## src/alert_pkg.sv

```systemverilog
////////////////////////////////////////
// Alert handler package
// Sizes, register map, configuration and
// status structs, escalation states
////////////////////////////////////////

package alert_pkg;

  ////////////////////////////////////////
  // Sizes
  ////////////////////////////////////////

  localparam int N_ALERTS    = 8;
  localparam int N_CLASSES   = 4;
  localparam int N_ESC_SEV   = 4;
  localparam int N_PHASES    = 4;
  // Width of a class index and of a severity index
  localparam int CLASS_W     = 2;
  localparam int ACCU_CNT_DW = 16;
  localparam int ESC_CNT_DW  = 16;

  ////////////////////////////////////////
  // Register map
  ////////////////////////////////////////

  localparam logic [7:0] ADDR_ALERT_EN    = 8'h00;
  localparam logic [7:0] ADDR_ALERT_CLASS = 8'h04;
  localparam logic [7:0] ADDR_ALERT_CAUSE = 8'h08;
  localparam logic [7:0] ADDR_INTR_STATE  = 8'h0c;
  localparam logic [7:0] ADDR_INTR_ENABLE = 8'h10;

  // Class k lives at ADDR_CLASS_BASE + k * CLASS_STRIDE
  localparam logic [7:0] ADDR_CLASS_BASE  = 8'h20;
  localparam logic [7:0] CLASS_STRIDE     = 8'h20;

  localparam logic [7:0] OFS_CTRL      = 8'h00;
  localparam logic [7:0] OFS_CLR       = 8'h04;
  localparam logic [7:0] OFS_THRESH    = 8'h08;
  localparam logic [7:0] OFS_TIMEOUT   = 8'h0c;
  localparam logic [7:0] OFS_PHASE     = 8'h10;
  localparam logic [7:0] OFS_ACCU_CNT  = 8'h14;
  localparam logic [7:0] OFS_ESC_STATE = 8'h18;

  // Bit positions of the CTRL fields
  localparam int CTRL_EN_BIT     = 0;
  localparam int CTRL_ESC_EN_LSB = 1;
  localparam int CTRL_MAP_LSB    = 5;

  ////////////////////////////////////////
  // Types
  ////////////////////////////////////////

  typedef struct packed {
    logic        we;
    logic        re;
    logic [7:0]  addr;
    logic [31:0] wdata;
  } reg_req_t;

  typedef struct packed {
    logic        rvalid;
    logic [31:0] rdata;
  } reg_rsp_t;

  typedef enum logic [2:0] {
    ESC_IDLE     = 3'd0,
    ESC_TIMEOUT  = 3'd1,
    ESC_PHASE0   = 3'd2,
    ESC_PHASE1   = 3'd3,
    ESC_PHASE2   = 3'd4,
    ESC_PHASE3   = 3'd5,
    ESC_TERMINAL = 3'd6
  } esc_state_e;

  typedef struct packed {
    logic                              en;
    logic [N_PHASES-1:0]               esc_en;
    logic [N_PHASES-1:0][CLASS_W-1:0]  esc_map;
    logic [ACCU_CNT_DW-1:0]            accu_thresh;
    logic [ESC_CNT_DW-1:0]             timeout_cyc;
    logic [ESC_CNT_DW-1:0]             phase_cyc;
  } class_cfg_t;

  typedef struct packed {
    logic [ACCU_CNT_DW-1:0] accu_cnt;
    esc_state_e             esc_state;
  } class_status_t;

endpackage

```

## src/alert_accumulator.sv

```systemverilog
////////////////////////////////////////
// Class accumulator
// Saturating trigger count, flags the
// trigger at or past the threshold
////////////////////////////////////////

module alert_accumulator (
  input  logic                              clk_i,
  input  logic                              reset_i,
  input  logic                              class_en_i,
  input  logic                              clr_i,
  input  logic                              class_trig_i,
  input  logic [alert_pkg::ACCU_CNT_DW-1:0] thresh_i,
  output logic [alert_pkg::ACCU_CNT_DW-1:0] accu_cnt_o,
  output logic                              accu_trig_o
);

  import alert_pkg::*;

  logic [ACCU_CNT_DW-1:0] accu_cnt_q;
  logic                   trig_in;

  // Only count while the class is on
  assign trig_in = class_en_i & class_trig_i;

  always_ff @(posedge clk_i) begin
    if (reset_i) begin
      accu_cnt_q <= '0;
    end else if (clr_i) begin
      accu_cnt_q <= '0;
    end else if (trig_in && !(&accu_cnt_q)) begin
      accu_cnt_q <= accu_cnt_q + 1'b1;
    end
  end

  // Compare against the count before this trigger
  assign accu_trig_o = trig_in & (accu_cnt_q >= thresh_i);
  assign accu_cnt_o  = accu_cnt_q;

endmodule

```

## src/alert_classifier.sv

```systemverilog
////////////////////////////////////////
// Alert classifier
// Sticky cause bits and per-class
// trigger pulses from enabled alerts
////////////////////////////////////////

module alert_classifier (
  input  logic                                                   clk_i,
  input  logic                                                   reset_i,
  input  logic [alert_pkg::N_ALERTS-1:0]                         alert_i,
  input  logic [alert_pkg::N_ALERTS-1:0]                         alert_en_i,
  input  logic [alert_pkg::N_ALERTS-1:0][alert_pkg::CLASS_W-1:0] alert_class_i,
  input  logic [alert_pkg::N_ALERTS-1:0]                         cause_clr_i,
  output logic [alert_pkg::N_ALERTS-1:0]                         cause_o,
  output logic [alert_pkg::N_CLASSES-1:0]                        class_trig_o
);

  import alert_pkg::*;

  logic [N_ALERTS-1:0] alert_trig;
  logic [N_ALERTS-1:0] cause_q;

  // Disabled alerts are dropped here
  assign alert_trig = alert_i & alert_en_i;

  // A new alert wins over a clear in the same cycle
  always_ff @(posedge clk_i) begin
    if (reset_i) begin
      cause_q <= '0;
    end else begin
      cause_q <= (cause_q & ~cause_clr_i) | alert_trig;
    end
  end

  assign cause_o = cause_q;

  ////////////////////////////////////////
  // Class mapping
  ////////////////////////////////////////

  always_comb begin
    class_trig_o = '0;
    for (int k = 0; k < N_ALERTS; k++) begin
      if (alert_trig[k]) begin
        class_trig_o[alert_class_i[k]] = 1'b1;
      end
    end
  end

endmodule

```

## src/alert_esc_timer.sv

```systemverilog
////////////////////////////////////////
// Escalation timer
// Interrupt timeout, four timed phases
// and severity request decode
////////////////////////////////////////

module alert_esc_timer (
  input  logic                             clk_i,
  input  logic                             reset_i,
  input  alert_pkg::class_cfg_t            cfg_i,
  input  logic                             clr_i,
  input  logic                             intr_i,
  input  logic                             accu_trig_i,
  output alert_pkg::esc_state_e            esc_state_o,
  output logic [alert_pkg::N_ESC_SEV-1:0]  esc_req_o
);

  import alert_pkg::*;

  esc_state_e            state_q;
  esc_state_e            state_d;
  esc_state_e            next_phase;
  logic [ESC_CNT_DW-1:0] cnt_q;
  logic [ESC_CNT_DW-1:0] cnt_d;
  logic [ESC_CNT_DW-1:0] phase_len;
  logic [CLASS_W-1:0]    phase_idx;
  logic                  in_phase;

  // Zero phase length behaves as one cycle
  assign phase_len = (cfg_i.phase_cyc == '0) ? ESC_CNT_DW'(1) : cfg_i.phase_cyc;

  // Phase index and successor
  always_comb begin
    in_phase   = 1'b1;
    phase_idx  = '0;
    next_phase = ESC_TERMINAL;
    case (state_q)
      ESC_PHASE0: begin
        phase_idx  = CLASS_W'(0);
        next_phase = ESC_PHASE1;
      end
      ESC_PHASE1: begin
        phase_idx  = CLASS_W'(1);
        next_phase = ESC_PHASE2;
      end
      ESC_PHASE2: begin
        phase_idx  = CLASS_W'(2);
        next_phase = ESC_PHASE3;
      end
      ESC_PHASE3: phase_idx = CLASS_W'(3);
      default:    in_phase  = 1'b0;
    endcase
  end

  ////////////////////////////////////////
  // State machine
  ////////////////////////////////////////

  // cnt_q holds the cycles spent so far in the current timed state
  always_comb begin
    state_d = state_q;
    cnt_d   = cnt_q;
    case (state_q)
      ESC_IDLE: begin
        cnt_d = '0;
        if (cfg_i.en && accu_trig_i) begin
          state_d = ESC_PHASE0;
          cnt_d   = ESC_CNT_DW'(1);
        end else if (cfg_i.en && intr_i && cfg_i.timeout_cyc != '0) begin
          state_d = ESC_TIMEOUT;
          cnt_d   = ESC_CNT_DW'(1);
        end
      end
      ESC_TIMEOUT: begin
        if (!intr_i) begin
          state_d = ESC_IDLE;
          cnt_d   = '0;
        end else if ((cfg_i.en && accu_trig_i) || cnt_q >= cfg_i.timeout_cyc) begin
          state_d = ESC_PHASE0;
          cnt_d   = ESC_CNT_DW'(1);
        end else begin
          cnt_d = cnt_q + 1'b1;
        end
      end
      ESC_PHASE0, ESC_PHASE1, ESC_PHASE2, ESC_PHASE3: begin
        if (cnt_q >= phase_len) begin
          state_d = next_phase;
          cnt_d   = ESC_CNT_DW'(1);
        end else begin
          cnt_d = cnt_q + 1'b1;
        end
      end
      ESC_TERMINAL: cnt_d = '0;
      default: begin
        state_d = ESC_IDLE;
        cnt_d   = '0;
      end
    endcase
    // Class clear overrides everything
    if (clr_i) begin
      state_d = ESC_IDLE;
      cnt_d   = '0;
    end
  end

  always_ff @(posedge clk_i) begin
    if (reset_i) begin
      state_q <= ESC_IDLE;
      cnt_q   <= '0;
    end else begin
      state_q <= state_d;
      cnt_q   <= cnt_d;
    end
  end

  ////////////////////////////////////////
  // Severity decode
  ////////////////////////////////////////

  always_comb begin
    esc_req_o = '0;
    if (in_phase && cfg_i.esc_en[phase_idx]) begin
      esc_req_o[cfg_i.esc_map[phase_idx]] = 1'b1;
    end
  end

  assign esc_state_o = state_q;

endmodule

```

## src/alert_handler.sv

```systemverilog
////////////////////////////////////////
// Alert handler top
// Register block, classifier, per-class
// accumulators and escalation timers
////////////////////////////////////////

module alert_handler (
  input  logic                            clk_i,
  input  logic                            reset_i,
  input  alert_pkg::reg_req_t             reg_req_i,
  input  logic [alert_pkg::N_ALERTS-1:0]  alert_i,
  output alert_pkg::reg_rsp_t             reg_rsp_o,
  output logic [alert_pkg::N_CLASSES-1:0] intr_o,
  output logic [alert_pkg::N_ESC_SEV-1:0] esc_o
);

  import alert_pkg::*;

  logic [N_ALERTS-1:0]                   alert_en;
  logic [N_ALERTS-1:0][CLASS_W-1:0]      alert_class;
  class_cfg_t [N_CLASSES-1:0]            class_cfg;
  logic [N_CLASSES-1:0]                  class_clr;
  logic [N_ALERTS-1:0]                   cause_clr;
  logic [N_ALERTS-1:0]                   cause;
  logic [N_CLASSES-1:0]                  class_trig;
  class_status_t [N_CLASSES-1:0]         class_status;
  logic [N_CLASSES-1:0][N_ESC_SEV-1:0]   class_esc_req;

  alert_reg_block u_reg_block (
    .clk_i,
    .reset_i,
    .reg_req_i,
    .class_trig_i  ( class_trig   ),
    .cause_i       ( cause        ),
    .status_i      ( class_status ),
    .reg_rsp_o,
    .alert_en_o    ( alert_en     ),
    .alert_class_o ( alert_class  ),
    .class_cfg_o   ( class_cfg    ),
    .class_clr_o   ( class_clr    ),
    .cause_clr_o   ( cause_clr    ),
    .intr_o
  );

  alert_classifier u_classifier (
    .clk_i,
    .reset_i,
    .alert_i,
    .alert_en_i    ( alert_en    ),
    .alert_class_i ( alert_class ),
    .cause_clr_i   ( cause_clr   ),
    .cause_o       ( cause       ),
    .class_trig_o  ( class_trig  )
  );

  ////////////////////////////////////////
  // Per-class escalation
  ////////////////////////////////////////

  for (genvar k = 0; k < N_CLASSES; k++) begin : gen_classes
    logic accu_trig;

    alert_accumulator u_accu (
      .clk_i,
      .reset_i,
      .class_en_i   ( class_cfg[k].en              ),
      .clr_i        ( class_clr[k]                 ),
      .class_trig_i ( class_trig[k]                ),
      .thresh_i     ( class_cfg[k].accu_thresh     ),
      .accu_cnt_o   ( class_status[k].accu_cnt     ),
      .accu_trig_o  ( accu_trig                    )
    );

    // The gated interrupt arms the timeout
    alert_esc_timer u_esc_timer (
      .clk_i,
      .reset_i,
      .cfg_i        ( class_cfg[k]                 ),
      .clr_i        ( class_clr[k]                 ),
      .intr_i       ( intr_o[k]                    ),
      .accu_trig_i  ( accu_trig                    ),
      .esc_state_o  ( class_status[k].esc_state    ),
      .esc_req_o    ( class_esc_req[k]             )
    );
  end

  // Any class may request any severity
  always_comb begin
    esc_o = '0;
    for (int k = 0; k < N_CLASSES; k++) begin
      esc_o |= class_esc_req[k];
    end
  end

endmodule

```

## src/alert_reg_block.sv

```systemverilog
////////////////////////////////////////
// Alert handler register block
// Global and per-class configuration,
// interrupt state and registered readback
////////////////////////////////////////

module alert_reg_block (
  input  logic                                               clk_i,
  input  logic                                               reset_i,
  input  alert_pkg::reg_req_t                                reg_req_i,
  input  logic [alert_pkg::N_CLASSES-1:0]                    class_trig_i,
  input  logic [alert_pkg::N_ALERTS-1:0]                     cause_i,
  input  alert_pkg::class_status_t [alert_pkg::N_CLASSES-1:0] status_i,
  output alert_pkg::reg_rsp_t                                reg_rsp_o,
  output logic [alert_pkg::N_ALERTS-1:0]                     alert_en_o,
  output logic [alert_pkg::N_ALERTS-1:0][alert_pkg::CLASS_W-1:0] alert_class_o,
  output alert_pkg::class_cfg_t [alert_pkg::N_CLASSES-1:0]   class_cfg_o,
  output logic [alert_pkg::N_CLASSES-1:0]                    class_clr_o,
  output logic [alert_pkg::N_ALERTS-1:0]                     cause_clr_o,
  output logic [alert_pkg::N_CLASSES-1:0]                    intr_o
);

  import alert_pkg::*;

  logic [N_ALERTS-1:0]               alert_en_q;
  logic [N_ALERTS-1:0][CLASS_W-1:0]  alert_class_q;
  logic [N_CLASSES-1:0]              intr_state_q;
  logic [N_CLASSES-1:0]              intr_enable_q;
  class_cfg_t [N_CLASSES-1:0]        class_cfg_q;

  logic [7:0]           class_rel;
  logic [7:0]           class_ofs;
  logic [CLASS_W-1:0]   class_idx;
  logic                 class_hit;
  logic [N_CLASSES-1:0] intr_clr;
  class_cfg_t           sel_cfg;
  class_status_t        sel_status;
  logic [31:0]          rdata;
  logic                 rvalid_q;
  logic [31:0]          rdata_q;

  ////////////////////////////////////////
  // Address decode
  ////////////////////////////////////////

  assign class_rel = reg_req_i.addr - ADDR_CLASS_BASE;
  assign class_ofs = class_rel % CLASS_STRIDE;
  assign class_idx = CLASS_W'(class_rel / CLASS_STRIDE);
  assign class_hit = (reg_req_i.addr >= ADDR_CLASS_BASE) &&
                     (int'(class_rel) < N_CLASSES * int'(CLASS_STRIDE));

  assign sel_cfg    = class_cfg_q[class_idx];
  assign sel_status = status_i[class_idx];

  // Configuration writes
  always_ff @(posedge clk_i) begin
    if (reset_i) begin
      alert_en_q    <= '0;
      alert_class_q <= '0;
      intr_enable_q <= '0;
      class_cfg_q   <= '0;
    end else if (reg_req_i.we) begin
      case (reg_req_i.addr)
        ADDR_ALERT_EN:    alert_en_q    <= reg_req_i.wdata[N_ALERTS-1:0];
        ADDR_ALERT_CLASS: alert_class_q <= reg_req_i.wdata[N_ALERTS*CLASS_W-1:0];
        ADDR_INTR_ENABLE: intr_enable_q <= reg_req_i.wdata[N_CLASSES-1:0];
        default: ;
      endcase
      if (class_hit) begin
        case (class_ofs)
          OFS_CTRL: begin
            class_cfg_q[class_idx].en      <= reg_req_i.wdata[CTRL_EN_BIT];
            class_cfg_q[class_idx].esc_en  <= reg_req_i.wdata[CTRL_ESC_EN_LSB +: N_PHASES];
            class_cfg_q[class_idx].esc_map <=
                reg_req_i.wdata[CTRL_MAP_LSB +: N_PHASES*CLASS_W];
          end
          OFS_THRESH:  class_cfg_q[class_idx].accu_thresh <= reg_req_i.wdata[ACCU_CNT_DW-1:0];
          OFS_TIMEOUT: class_cfg_q[class_idx].timeout_cyc <= reg_req_i.wdata[ESC_CNT_DW-1:0];
          OFS_PHASE:   class_cfg_q[class_idx].phase_cyc   <= reg_req_i.wdata[ESC_CNT_DW-1:0];
          default: ;
        endcase
      end
    end
  end

  // Write-one-to-clear masks and class clear pulses
  assign cause_clr_o = (reg_req_i.we && reg_req_i.addr == ADDR_ALERT_CAUSE) ?
                       reg_req_i.wdata[N_ALERTS-1:0] : '0;
  assign intr_clr    = (reg_req_i.we && reg_req_i.addr == ADDR_INTR_STATE) ?
                       reg_req_i.wdata[N_CLASSES-1:0] : '0;

  always_comb begin
    class_clr_o = '0;
    if (reg_req_i.we && class_hit && class_ofs == OFS_CLR) begin
      class_clr_o[class_idx] = 1'b1;
    end
  end

  ////////////////////////////////////////
  // Interrupts
  ////////////////////////////////////////

  // New triggers win over a software clear
  always_ff @(posedge clk_i) begin
    if (reset_i) begin
      intr_state_q <= '0;
    end else begin
      intr_state_q <= (intr_state_q & ~intr_clr) | class_trig_i;
    end
  end

  assign intr_o = intr_state_q & intr_enable_q;

  ////////////////////////////////////////
  // Readback
  ////////////////////////////////////////

  always_comb begin
    rdata = '0;
    case (reg_req_i.addr)
      ADDR_ALERT_EN:    rdata[N_ALERTS-1:0]         = alert_en_q;
      ADDR_ALERT_CLASS: rdata[N_ALERTS*CLASS_W-1:0] = alert_class_q;
      ADDR_ALERT_CAUSE: rdata[N_ALERTS-1:0]         = cause_i;
      ADDR_INTR_STATE:  rdata[N_CLASSES-1:0]        = intr_state_q;
      ADDR_INTR_ENABLE: rdata[N_CLASSES-1:0]        = intr_enable_q;
      default: begin
        if (class_hit) begin
          case (class_ofs)
            OFS_CTRL: begin
              rdata[CTRL_EN_BIT]                        = sel_cfg.en;
              rdata[CTRL_ESC_EN_LSB +: N_PHASES]        = sel_cfg.esc_en;
              rdata[CTRL_MAP_LSB +: N_PHASES*CLASS_W]   = sel_cfg.esc_map;
            end
            OFS_THRESH:    rdata[ACCU_CNT_DW-1:0] = sel_cfg.accu_thresh;
            OFS_TIMEOUT:   rdata[ESC_CNT_DW-1:0]  = sel_cfg.timeout_cyc;
            OFS_PHASE:     rdata[ESC_CNT_DW-1:0]  = sel_cfg.phase_cyc;
            OFS_ACCU_CNT:  rdata[ACCU_CNT_DW-1:0] = sel_status.accu_cnt;
            OFS_ESC_STATE: rdata[$bits(esc_state_e)-1:0] = sel_status.esc_state;
            default: ;
          endcase
        end
      end
    endcase
  end

  always_ff @(posedge clk_i) begin
    if (reset_i) begin
      rvalid_q <= 1'b0;
    end else begin
      rvalid_q <= reg_req_i.re;
    end
  end

  always_ff @(posedge clk_i) begin
    if (reset_i) begin
      rdata_q <= '0;
    end else if (reg_req_i.re) begin
      rdata_q <= rdata;
    end
  end

  assign reg_rsp_o.rvalid = rvalid_q;
  assign reg_rsp_o.rdata  = rdata_q;

  assign alert_en_o    = alert_en_q;
  assign alert_class_o = alert_class_q;
  assign class_cfg_o   = class_cfg_q;

endmodule

```

## config.mk

```make
export PLATFORM = sky130hd
export DESIGN_NAME = alert_handler
export DESIGN_NICKNAME = d
export VERILOG_FILES = /design/src/alert_pkg.sv /design/src/alert_accumulator.sv /design/src/alert_classifier.sv /design/src/alert_esc_timer.sv /design/src/alert_handler.sv /design/src/alert_reg_block.sv
export SDC_FILE = /design/constraint.sdc
export NUM_CORES = 1
export LEC_CHECK = 0
export BUFFER_PORTS_ARGS = -buffer_cell sky130_fd_sc_hd__buf_2
export CAP_MARGIN = 20
export CORE_MARGIN = 2
export CORE_UTILIZATION = 44
export DETAILED_ROUTE_END_ITERATION = 8
export HOLD_SLACK_MARGIN = 0.15
export PLACE_DENSITY = 0.59
export REMOVE_ABC_BUFFERS = 1
export SETUP_SLACK_MARGIN = 0.02
export SLEW_MARGIN = 20
export SYNTH_ARGS = -nofsm -noshare
export SYNTH_HDL_FRONTEND = slang
export SYNTH_HIERARCHICAL = 1
export SYNTH_SLANG_ARGS = --single-unit
```

## constraint.sdc

```tcl
create_clock -name clk_i -period 5.3 [get_ports clk_i]
set_input_delay 0.265 -clock clk_i [delete_from_list [all_inputs] [get_ports clk_i]]
set_output_delay 0.265 -clock clk_i [all_outputs]
set_load 0.01 [all_outputs]
```

# Word-level counts from Yosys, hierarchy flattened
# Cells that the tools add are included.
totals:
  ff_bits: 441
  out_inout_bits: 41
  input_bits: 52
  word_cells: 425
op_classes:
  n_addsub: 9
  n_eq_ne: 46
  reduce_logical: 83
  muxes: 151
  n_bitwise: 30
  n_lt_le_gt_ge: 44
op_table:
  columns: ["operator", "count"]
  rows:
  - ["244-bit bitwise mux", 6]
  - ["244-bit one-hot mux with 4 select lines", 1]
  - ["61-bit demux with 2-bit select", 6]
  - ["16-bit 2-to-1 mux", 22]
  - ["16-bit greater-or-equal comparator", 12]
  - ["16-bit one-hot mux with 3 select lines", 4]
  - ["16-bit by 1-bit adder with 16-bit output (second input constant)", 8]
  - ["61-bit binary-select mux with 2-bit select", 1]
  - ["61-bit 2-to-1 mux", 2]
  - ["16-bit zero test", 4]
  - ["16-bit AND reduction", 4]
  - ["16-bit nonzero test", 4]
  - ["3-bit 2-to-1 mux", 20]
  - ["60-bit 2-to-1 mux", 1]
  - ["3-bit one-hot mux with 4 select lines", 5]
  - ["4-bit 2-to-1 mux", 14]
  - ["56-bit 2-to-1 mux", 1]
  - ["2-bit by 3-bit < comparator with 1-bit output (second input constant)", 17]
  - ["10-bit one-hot mux with 5 select lines", 1]
  - ["48-bit 2-to-1 mux", 1]
  - ["4-bit OR", 11]
  - ["19-bit binary-select mux with 2-bit select", 1]
  - ["1-bit logical AND", 38]
  - ["3-bit == test (second input constant)", 12]
  - ["46 further kinds", 167]

# Depth between registers and ports, before layout
depth:
  depth_word: 26
  mapped_depth: 18
  ltp_nobuf: 12

# Hierarchy
# The synthesis kept the hierarchy.
by_module_without_submodules:
  columns: ["module", "area_per_inst_um2", "instances", "cells_each", "seq_area_each_um2"]
  rows:
  - ["alert_reg_block", 14081.0, 1, 1353, 5865.6]
  - ["alert_accumulator", 1271.2, 4, 157, 320.3]
  - ["alert_esc_timer at gen_classes[1].u_esc_timer", 2001.9, 1, 252, 380.4]
  - ["alert_esc_timer at gen_classes[2].u_esc_timer", 1965.6, 1, 252, 380.4]
  - ["alert_esc_timer at gen_classes[0].u_esc_timer", 1958.1, 1, 253, 380.4]
  - ["alert_esc_timer at gen_classes[3].u_esc_timer", 1928.1, 1, 247, 380.4]
  - ["alert_classifier", 560.5, 1, 77, 160.2]
  - ["alert_handler", 30.0, 1, 4, 0.0]

# Worst setup path before layout
# No wires, ideal clock.
synth_path:
  path_kind: "input to register"
  startpoint: "input port reg_req_i[37] (netlist bit)"
  endpoint: "register gen_classes[2].u_esc_timer.cnt_q[0]"
  slack_ns: 1.810
  stages: 17
  path_buffers: 7
  required_ns: 5.166
  setup_time_ns: 0.134
  arrival_time_ns: 3.356
  path_cell_list: "buf_6 buf_6 buf_4 buf_4 inv_1 ha_1 buf_6 or2_2 a21boi_2 buf_6 buf_6 and4_1 and2_1 nor2_1 nand2_1 nor3b_1 or4_1"
synth_via:
  elab_chain_len: 7
  elab_cells_between_ends: 13
  classes_between: "add/sub (1); order compare (4); mux (3); reduce/logical (5)"
synth_rtl:
  columns: ["element", "line", "rtl"]
  rows:
  - ["from (decl)", "alert_handler.sv:10", "input alert_pkg::reg_req_t reg_req_i,"]
  - ["8-bit by 6-bit subtractor with 8-bit output", "alert_reg_block.sv:46", "assign class_rel = reg_req_i.addr - ADDR_CLASS_BASE;"]
  - ["8-bit < comparator, or another cell as far along", "alert_reg_block.sv:50", "(int'(class_rel) < N_CLASSES * int'(CLASS_STRIDE));"]
  - ["1-bit logical AND, on equally long branches", "alert_reg_block.sv:49, alert_reg_block.sv:95", null]
  - ["1-bit logical AND / 1-bit 2-to-1 mux (equally long branches)", "alert_reg_block.sv:94, alert_reg_block.sv:95", null]
  - ["1-bit logical AND / 1-bit demux with 2-bit select (equally long branches)", null, null]
  - ["4-bit 2-to-1 mux *", "alert_reg_block.sv:94", "if (reg_req_i.we && class_hit && class_ofs == OFS_CLR) begin"]
  - ["net class_clr[2]", "alert_handler.sv:22", "logic [N_CLASSES-1:0] class_clr;"]
  - ["2-bit OR reduction (no source line) *", null, null]
  - ["to (signal assigned)", "alert_esc_timer.sv:112", "cnt_q <= cnt_d;"]
  - ["to (decl)", "alert_esc_timer.sv:23", "logic [ESC_CNT_DW-1:0] cnt_q;"]
# The timed path passes the listed nets; every way through them passes the cells marked *.
# A chain may end at the register's enable or synchronous reset.

# Worst setup path in the final report
layout_path:
  startpoint: "register u_reg_block.alert_class_q, in the netlist u_reg_block/alert_class_o[10]"
  endpoint: "register gen_classes[1].u_esc_timer.state_q[0]"
layout_via:
  elab_chain_len: 16
  elab_cells_between_ends: 20
  classes_between: "order compare (2); eq/ne (2); mux (7); bitwise (5); reduce/logical (4)"
layout_rtl:
  columns: ["element", "line", "rtl"]
  rows:
  - ["from (decl)", "alert_reg_block.sv:26", "logic [N_ALERTS-1:0][CLASS_W-1:0] alert_class_q;"]
  - ["from (signal assigned)", "alert_reg_block.sv:65", "ADDR_ALERT_CLASS: alert_class_q <= reg_req_i.wdata[N_ALERTS*CLASS_W-1:0];"]
  - ["2-bit by 3-bit < comparator with 1-bit output (implied by the code) / 2-bit by 1-bit greater-or-equal comparator with 1-bit output (equally long branches)", "alert_classifier.sv:45", "class_trig_o[alert_class_i[k]] = 1'b1;"]
  - ["1-bit logical AND (implied by the code)", "alert_classifier.sv:45", null]
  - ["1-bit 2-to-1 mux (implied by the code)", "alert_classifier.sv:45", null]
  - ["1-bit demux with 2-bit select *", null, null]
  - ["4-bit OR (no source line) *", null, null]
  - ["4-bit 2-to-1 mux *", "alert_classifier.sv:44", "if (alert_trig[k]) begin"]
  - ["4-bit OR (no source line)", null, null]
  - ["4-bit 2-to-1 mux *", "alert_classifier.sv:44", null]
  - ["[... 2 more ...]", null, null]
  - ["net class_trig[1]", "alert_handler.sv:25", "logic [N_CLASSES-1:0] class_trig;"]
  - ["1-bit AND *", "alert_accumulator.sv:24", "assign trig_in = class_en_i & class_trig_i;"]
  - ["1-bit AND *", "alert_accumulator.sv:37", "assign accu_trig_o = trig_in & (accu_cnt_q >= thresh_i);"]
  - ["net gen_classes[1].accu_trig", "alert_handler.sv:61", "logic accu_trig;"]
  - ["1-bit logical AND *", "alert_esc_timer.sv:66, alert_esc_timer.sv:78", null]
  - ["1-bit logical OR", "alert_esc_timer.sv:78", "end else if ((cfg_i.en && accu_trig_i) || cnt_q >= cfg_i.timeout_cyc) begin"]
  - ["3-bit by 2-bit inequality test with 1-bit output (no source line)", null, null]
  - ["4-bit AND reduction (no source line)", null, null]
  - ["to (signal assigned)", "alert_esc_timer.sv:111", "state_q <= state_d;"]
  - ["to (decl)", "alert_esc_timer.sv:20", "esc_state_e state_q;"]
# Marks and branches as above.

==> impl_metrics.yaml <==
logic_synthesis:
  yosys-top-cells-count: "dfxtp_1, nor2_1, mux2i_1"
  seq_area_frac_synth_pct: 32.0
  yosysMostFrequentCell: "dfxtp_1"
  yosysWarningCount: 6
  synthDominantCellAreaShare_pct: 32.0
  synth_edf_count: 0
  yosys_register_bits: 441
  synthCells: 3066
  async_flop_share_pct: 0
  synth-main-ff-cell: "dfxtp_1"
  syn_avg_cell_area_sq_um: 9.01
  synth_area_sq_um: 27600
  yosys-top-cells-area: "dfxtp_1, mux2i_1, ha_1, mux4_2, nor2_1"
  ys_types: 102
  yosysTopAreaCell: "dfxtp_1"
drt:
  ant_nets: 0
  dr.pass1.iters: 6
  routed_wl_mm: 96.7
  num_vias: 24100
  post_drt_via_cell_ratio: 6.16
  drt_iter0_drc: 2756
  drc_errors: 0
  wl_per_cell_microns: 24.7
die:
  die_y_microns: 255
  die_x_microns: 255
  die_area_sq_um: 64800
  row_count: 91
  start_util_pct: 44.7
  core_sq_um: 61800
  io_pins: 93
global_route:
  grt_pass1_vias: 22300
  grt_max_degree: 97
  gr-total-overflow: 0
  antenna_found_initial: 5
  grt_first_pass_wirelength_mm: 142
  grt_usage_pct: 29.3
power_and_ir_drop:
  seqPwrFrac_pct: 43.8
  p_int_mw: 5.72
  power_frac_comb_pct: 8.9
  p_sw_share_pct: 26.2
  p_switching_mw: 2.03
  irDropWorstVdd_v: 0.000201
  clkPwrFrac_pct: 47.3
  cellLeakagePower_nw: 12.5
  p_per_area_nw_per_um2: 258
run:
  max_cap_violations: 0
layout:
  num-nets-final: 3295
  area_growth_pct: 8.81
  drive_gt1_share_pct: 11.1
timing:
  hold_viol_final: 0
  setup_violations: 0
  relSlewSlack_pct: 23.9
  fin_worst_skew_ns: 0.0356
  fin_crit_sh_pct: 75.8
  setup_tns_ns: 0
  min_period_ns: 4.02
  fin_ws_ns: 1.28
  max_freq_mhz: 249
  tightest_slew_ns: 1.14
  rsz0062_at_grt: "no"
  drv_slew: 0
setup_path:
  crit_slowest_cell: "o31ai_2"
  path_delay_family: "compound AO/OA/AOI/OAI gates"
  critPathBufInv: 0
  max_stage_delay_ns: 0.82
  worstSetupStartpoint: "u_reg_block/alert_class_o[10]"
  crit_fanout: 17
  end_kind: "flop"
  crit_arrival_ns: 4.48
  r2r-start: "u_reg_block/alert_class_o[10]"
  path_common_cell: "o22ai_1"
  path_class: "reg2reg"
  worstPathRequired_ns: 5.76
  start_kind: "flop"
  path_cells: "nand3_1 > o22ai_1 > or4_1 > nand2_1 > a31oi_1 > a21o_1 > a2111oi_0 > o21a_1 > o31ai_2 > o22ai_1"
clock_network:
  numCtsBuffers: 51
  cts_tree: "built"
  post_cts_buffers: 0
  root_buffer: "clkbuf_16"
  cts.clk_slew.worst_paths_ns: 0.07
  htree_levels: 2
  cts_buffer_depth: 3
  cts.sinks: 441
  ctsResizeCount: 0
  clock_latency_ns: 0.61
worst_hold_path:
  min_from: "reg_req_i[41]"
  hp-class: "in2reg"
place:
  gp_congestion: 0.960
  place_hpwl_mm: 71.3
  port_buffers: 60
  dp_slack_ns: 1.44
outcome:
  outcome: "finished clean"
metal layers:
metal,vias up,share of wire [%],global-route usage (%)
li1,11000,-,-
met4,8,3.1,9.75
met3,155,9.2,4.60
met2,1134,42,42.8
met1,11800,46,43.6
met5,-,0.040,0
what timing repair did:
item / CTS / global route
hold buffers: 11 / 0
endpoints found under the hold margin: 68 / 0
endpoints found under the setup margin: 0 / 0
cell usage in the layout, fill, tap and decap left out, types with 41 or more instances in the layout:
| cell | n |
|---|---|
| mux2i_1 | 262 |
| nor2_1 | 390 |
| or4_1 | 43 |
| clkbuf_16 | 53 |
| nand3_1 | 106 |
| inv_1 | 232 |
| nand2_1 | 197 |
| nand4_1 | 41 |
| ha_1 | 203 |
| a21oi_1 | 159 |
| buf_2 | 58 |
| dfxtp_1 | 441 |
| o21ai_0 | 71 |
| xor2_1 | 44 |
| mux4_2 | 85 |
| nor4_1 | 42 |
tightest hold or removal path: cells and delay by family:
| kind | cells | cell delay, ns |
|---|---|---|
| AOI/OAI and AO/OA | 1 | 0.06 |
| buffers and inverters | 1 | 0.26 |
| and+or+nand+nor | 1 | 0.16 |
power groups by stage:
| stage | Clock [mW] | Combinational [mW] | Sequential (mW) |
|---|---|---|---|
| after floorplan | 0 | 0.358 | 3.46 |
| after global placement | 0 | 0.661 | 3.47 |
| after detailed placement | 0 | 0.667 | 3.47 |
| after CTS | 3.71 | 0.677 | 3.39 |
| after global routing | 3.84 | 0.734 | 3.40 |
| final | 3.67 | 0.693 | 3.40 |
layout make-up:
cell class / instances / area, sq um
antenna: 1 / 2.50
clock buffer: 67 / 1480
clock inverter: 27 / 251
fill: 5879 / 31800
inverter: 232 / 871
multi-input combinational: 2224 / 17000
sequential: 441 / 8830
tap: 837 / 1050
timing repair buffer: 89 / 558
metrics by stage:
step,hold slack [ns],instance area [sq um],total power [mW],utilization [%],std cells
2_1_floorplan,0.334,26700,3.82,-,2897
3_3_place_gp,0.460,28200,4.13,45.6,3812
3_5_place_dp,0.473,28200,4.13,45.6,3812
4_1_cts,0.159,30000,7.78,48.6,3917
5_1_grt,0.183,30000,7.97,48.6,3918
6_report,0.190,30000,7.76,48.6,3918
kinds of logic (layout without fill, tap and decap cells):
group / after synthesis / count (layout) / share of synthesized area [%]
other: 1 / 17 / 0.0136
adders and majority gates: 204 / 204 / 9.24
and+or+nand+nor: 1083 / 1083 / 20.6
muxes: 363 / 363 / 17.1
DFF: 441 / 441 / 32.0
buffers and inverters: 416 / 415 / 6.77
xor gates and xnor gates: 64 / 64 / 2.06
AOI/OAI and AO/OA: 494 / 494 / 12.3
final timing paths:
check	slack, ns	cells after the start	to
worst max-delay path	1.28	10	gen_classes[1].u_esc_timer/esc_state_o[0]
worst min-delay path	0.19	3	u_reg_block/alert_class_o[7]
worst max register to register	1.28	10	gen_classes[1].u_esc_timer/esc_state_o[0]
worst min register to register	0.48	2	u_classifier/cause_o[7]
(Power assumes the default switching activity.)
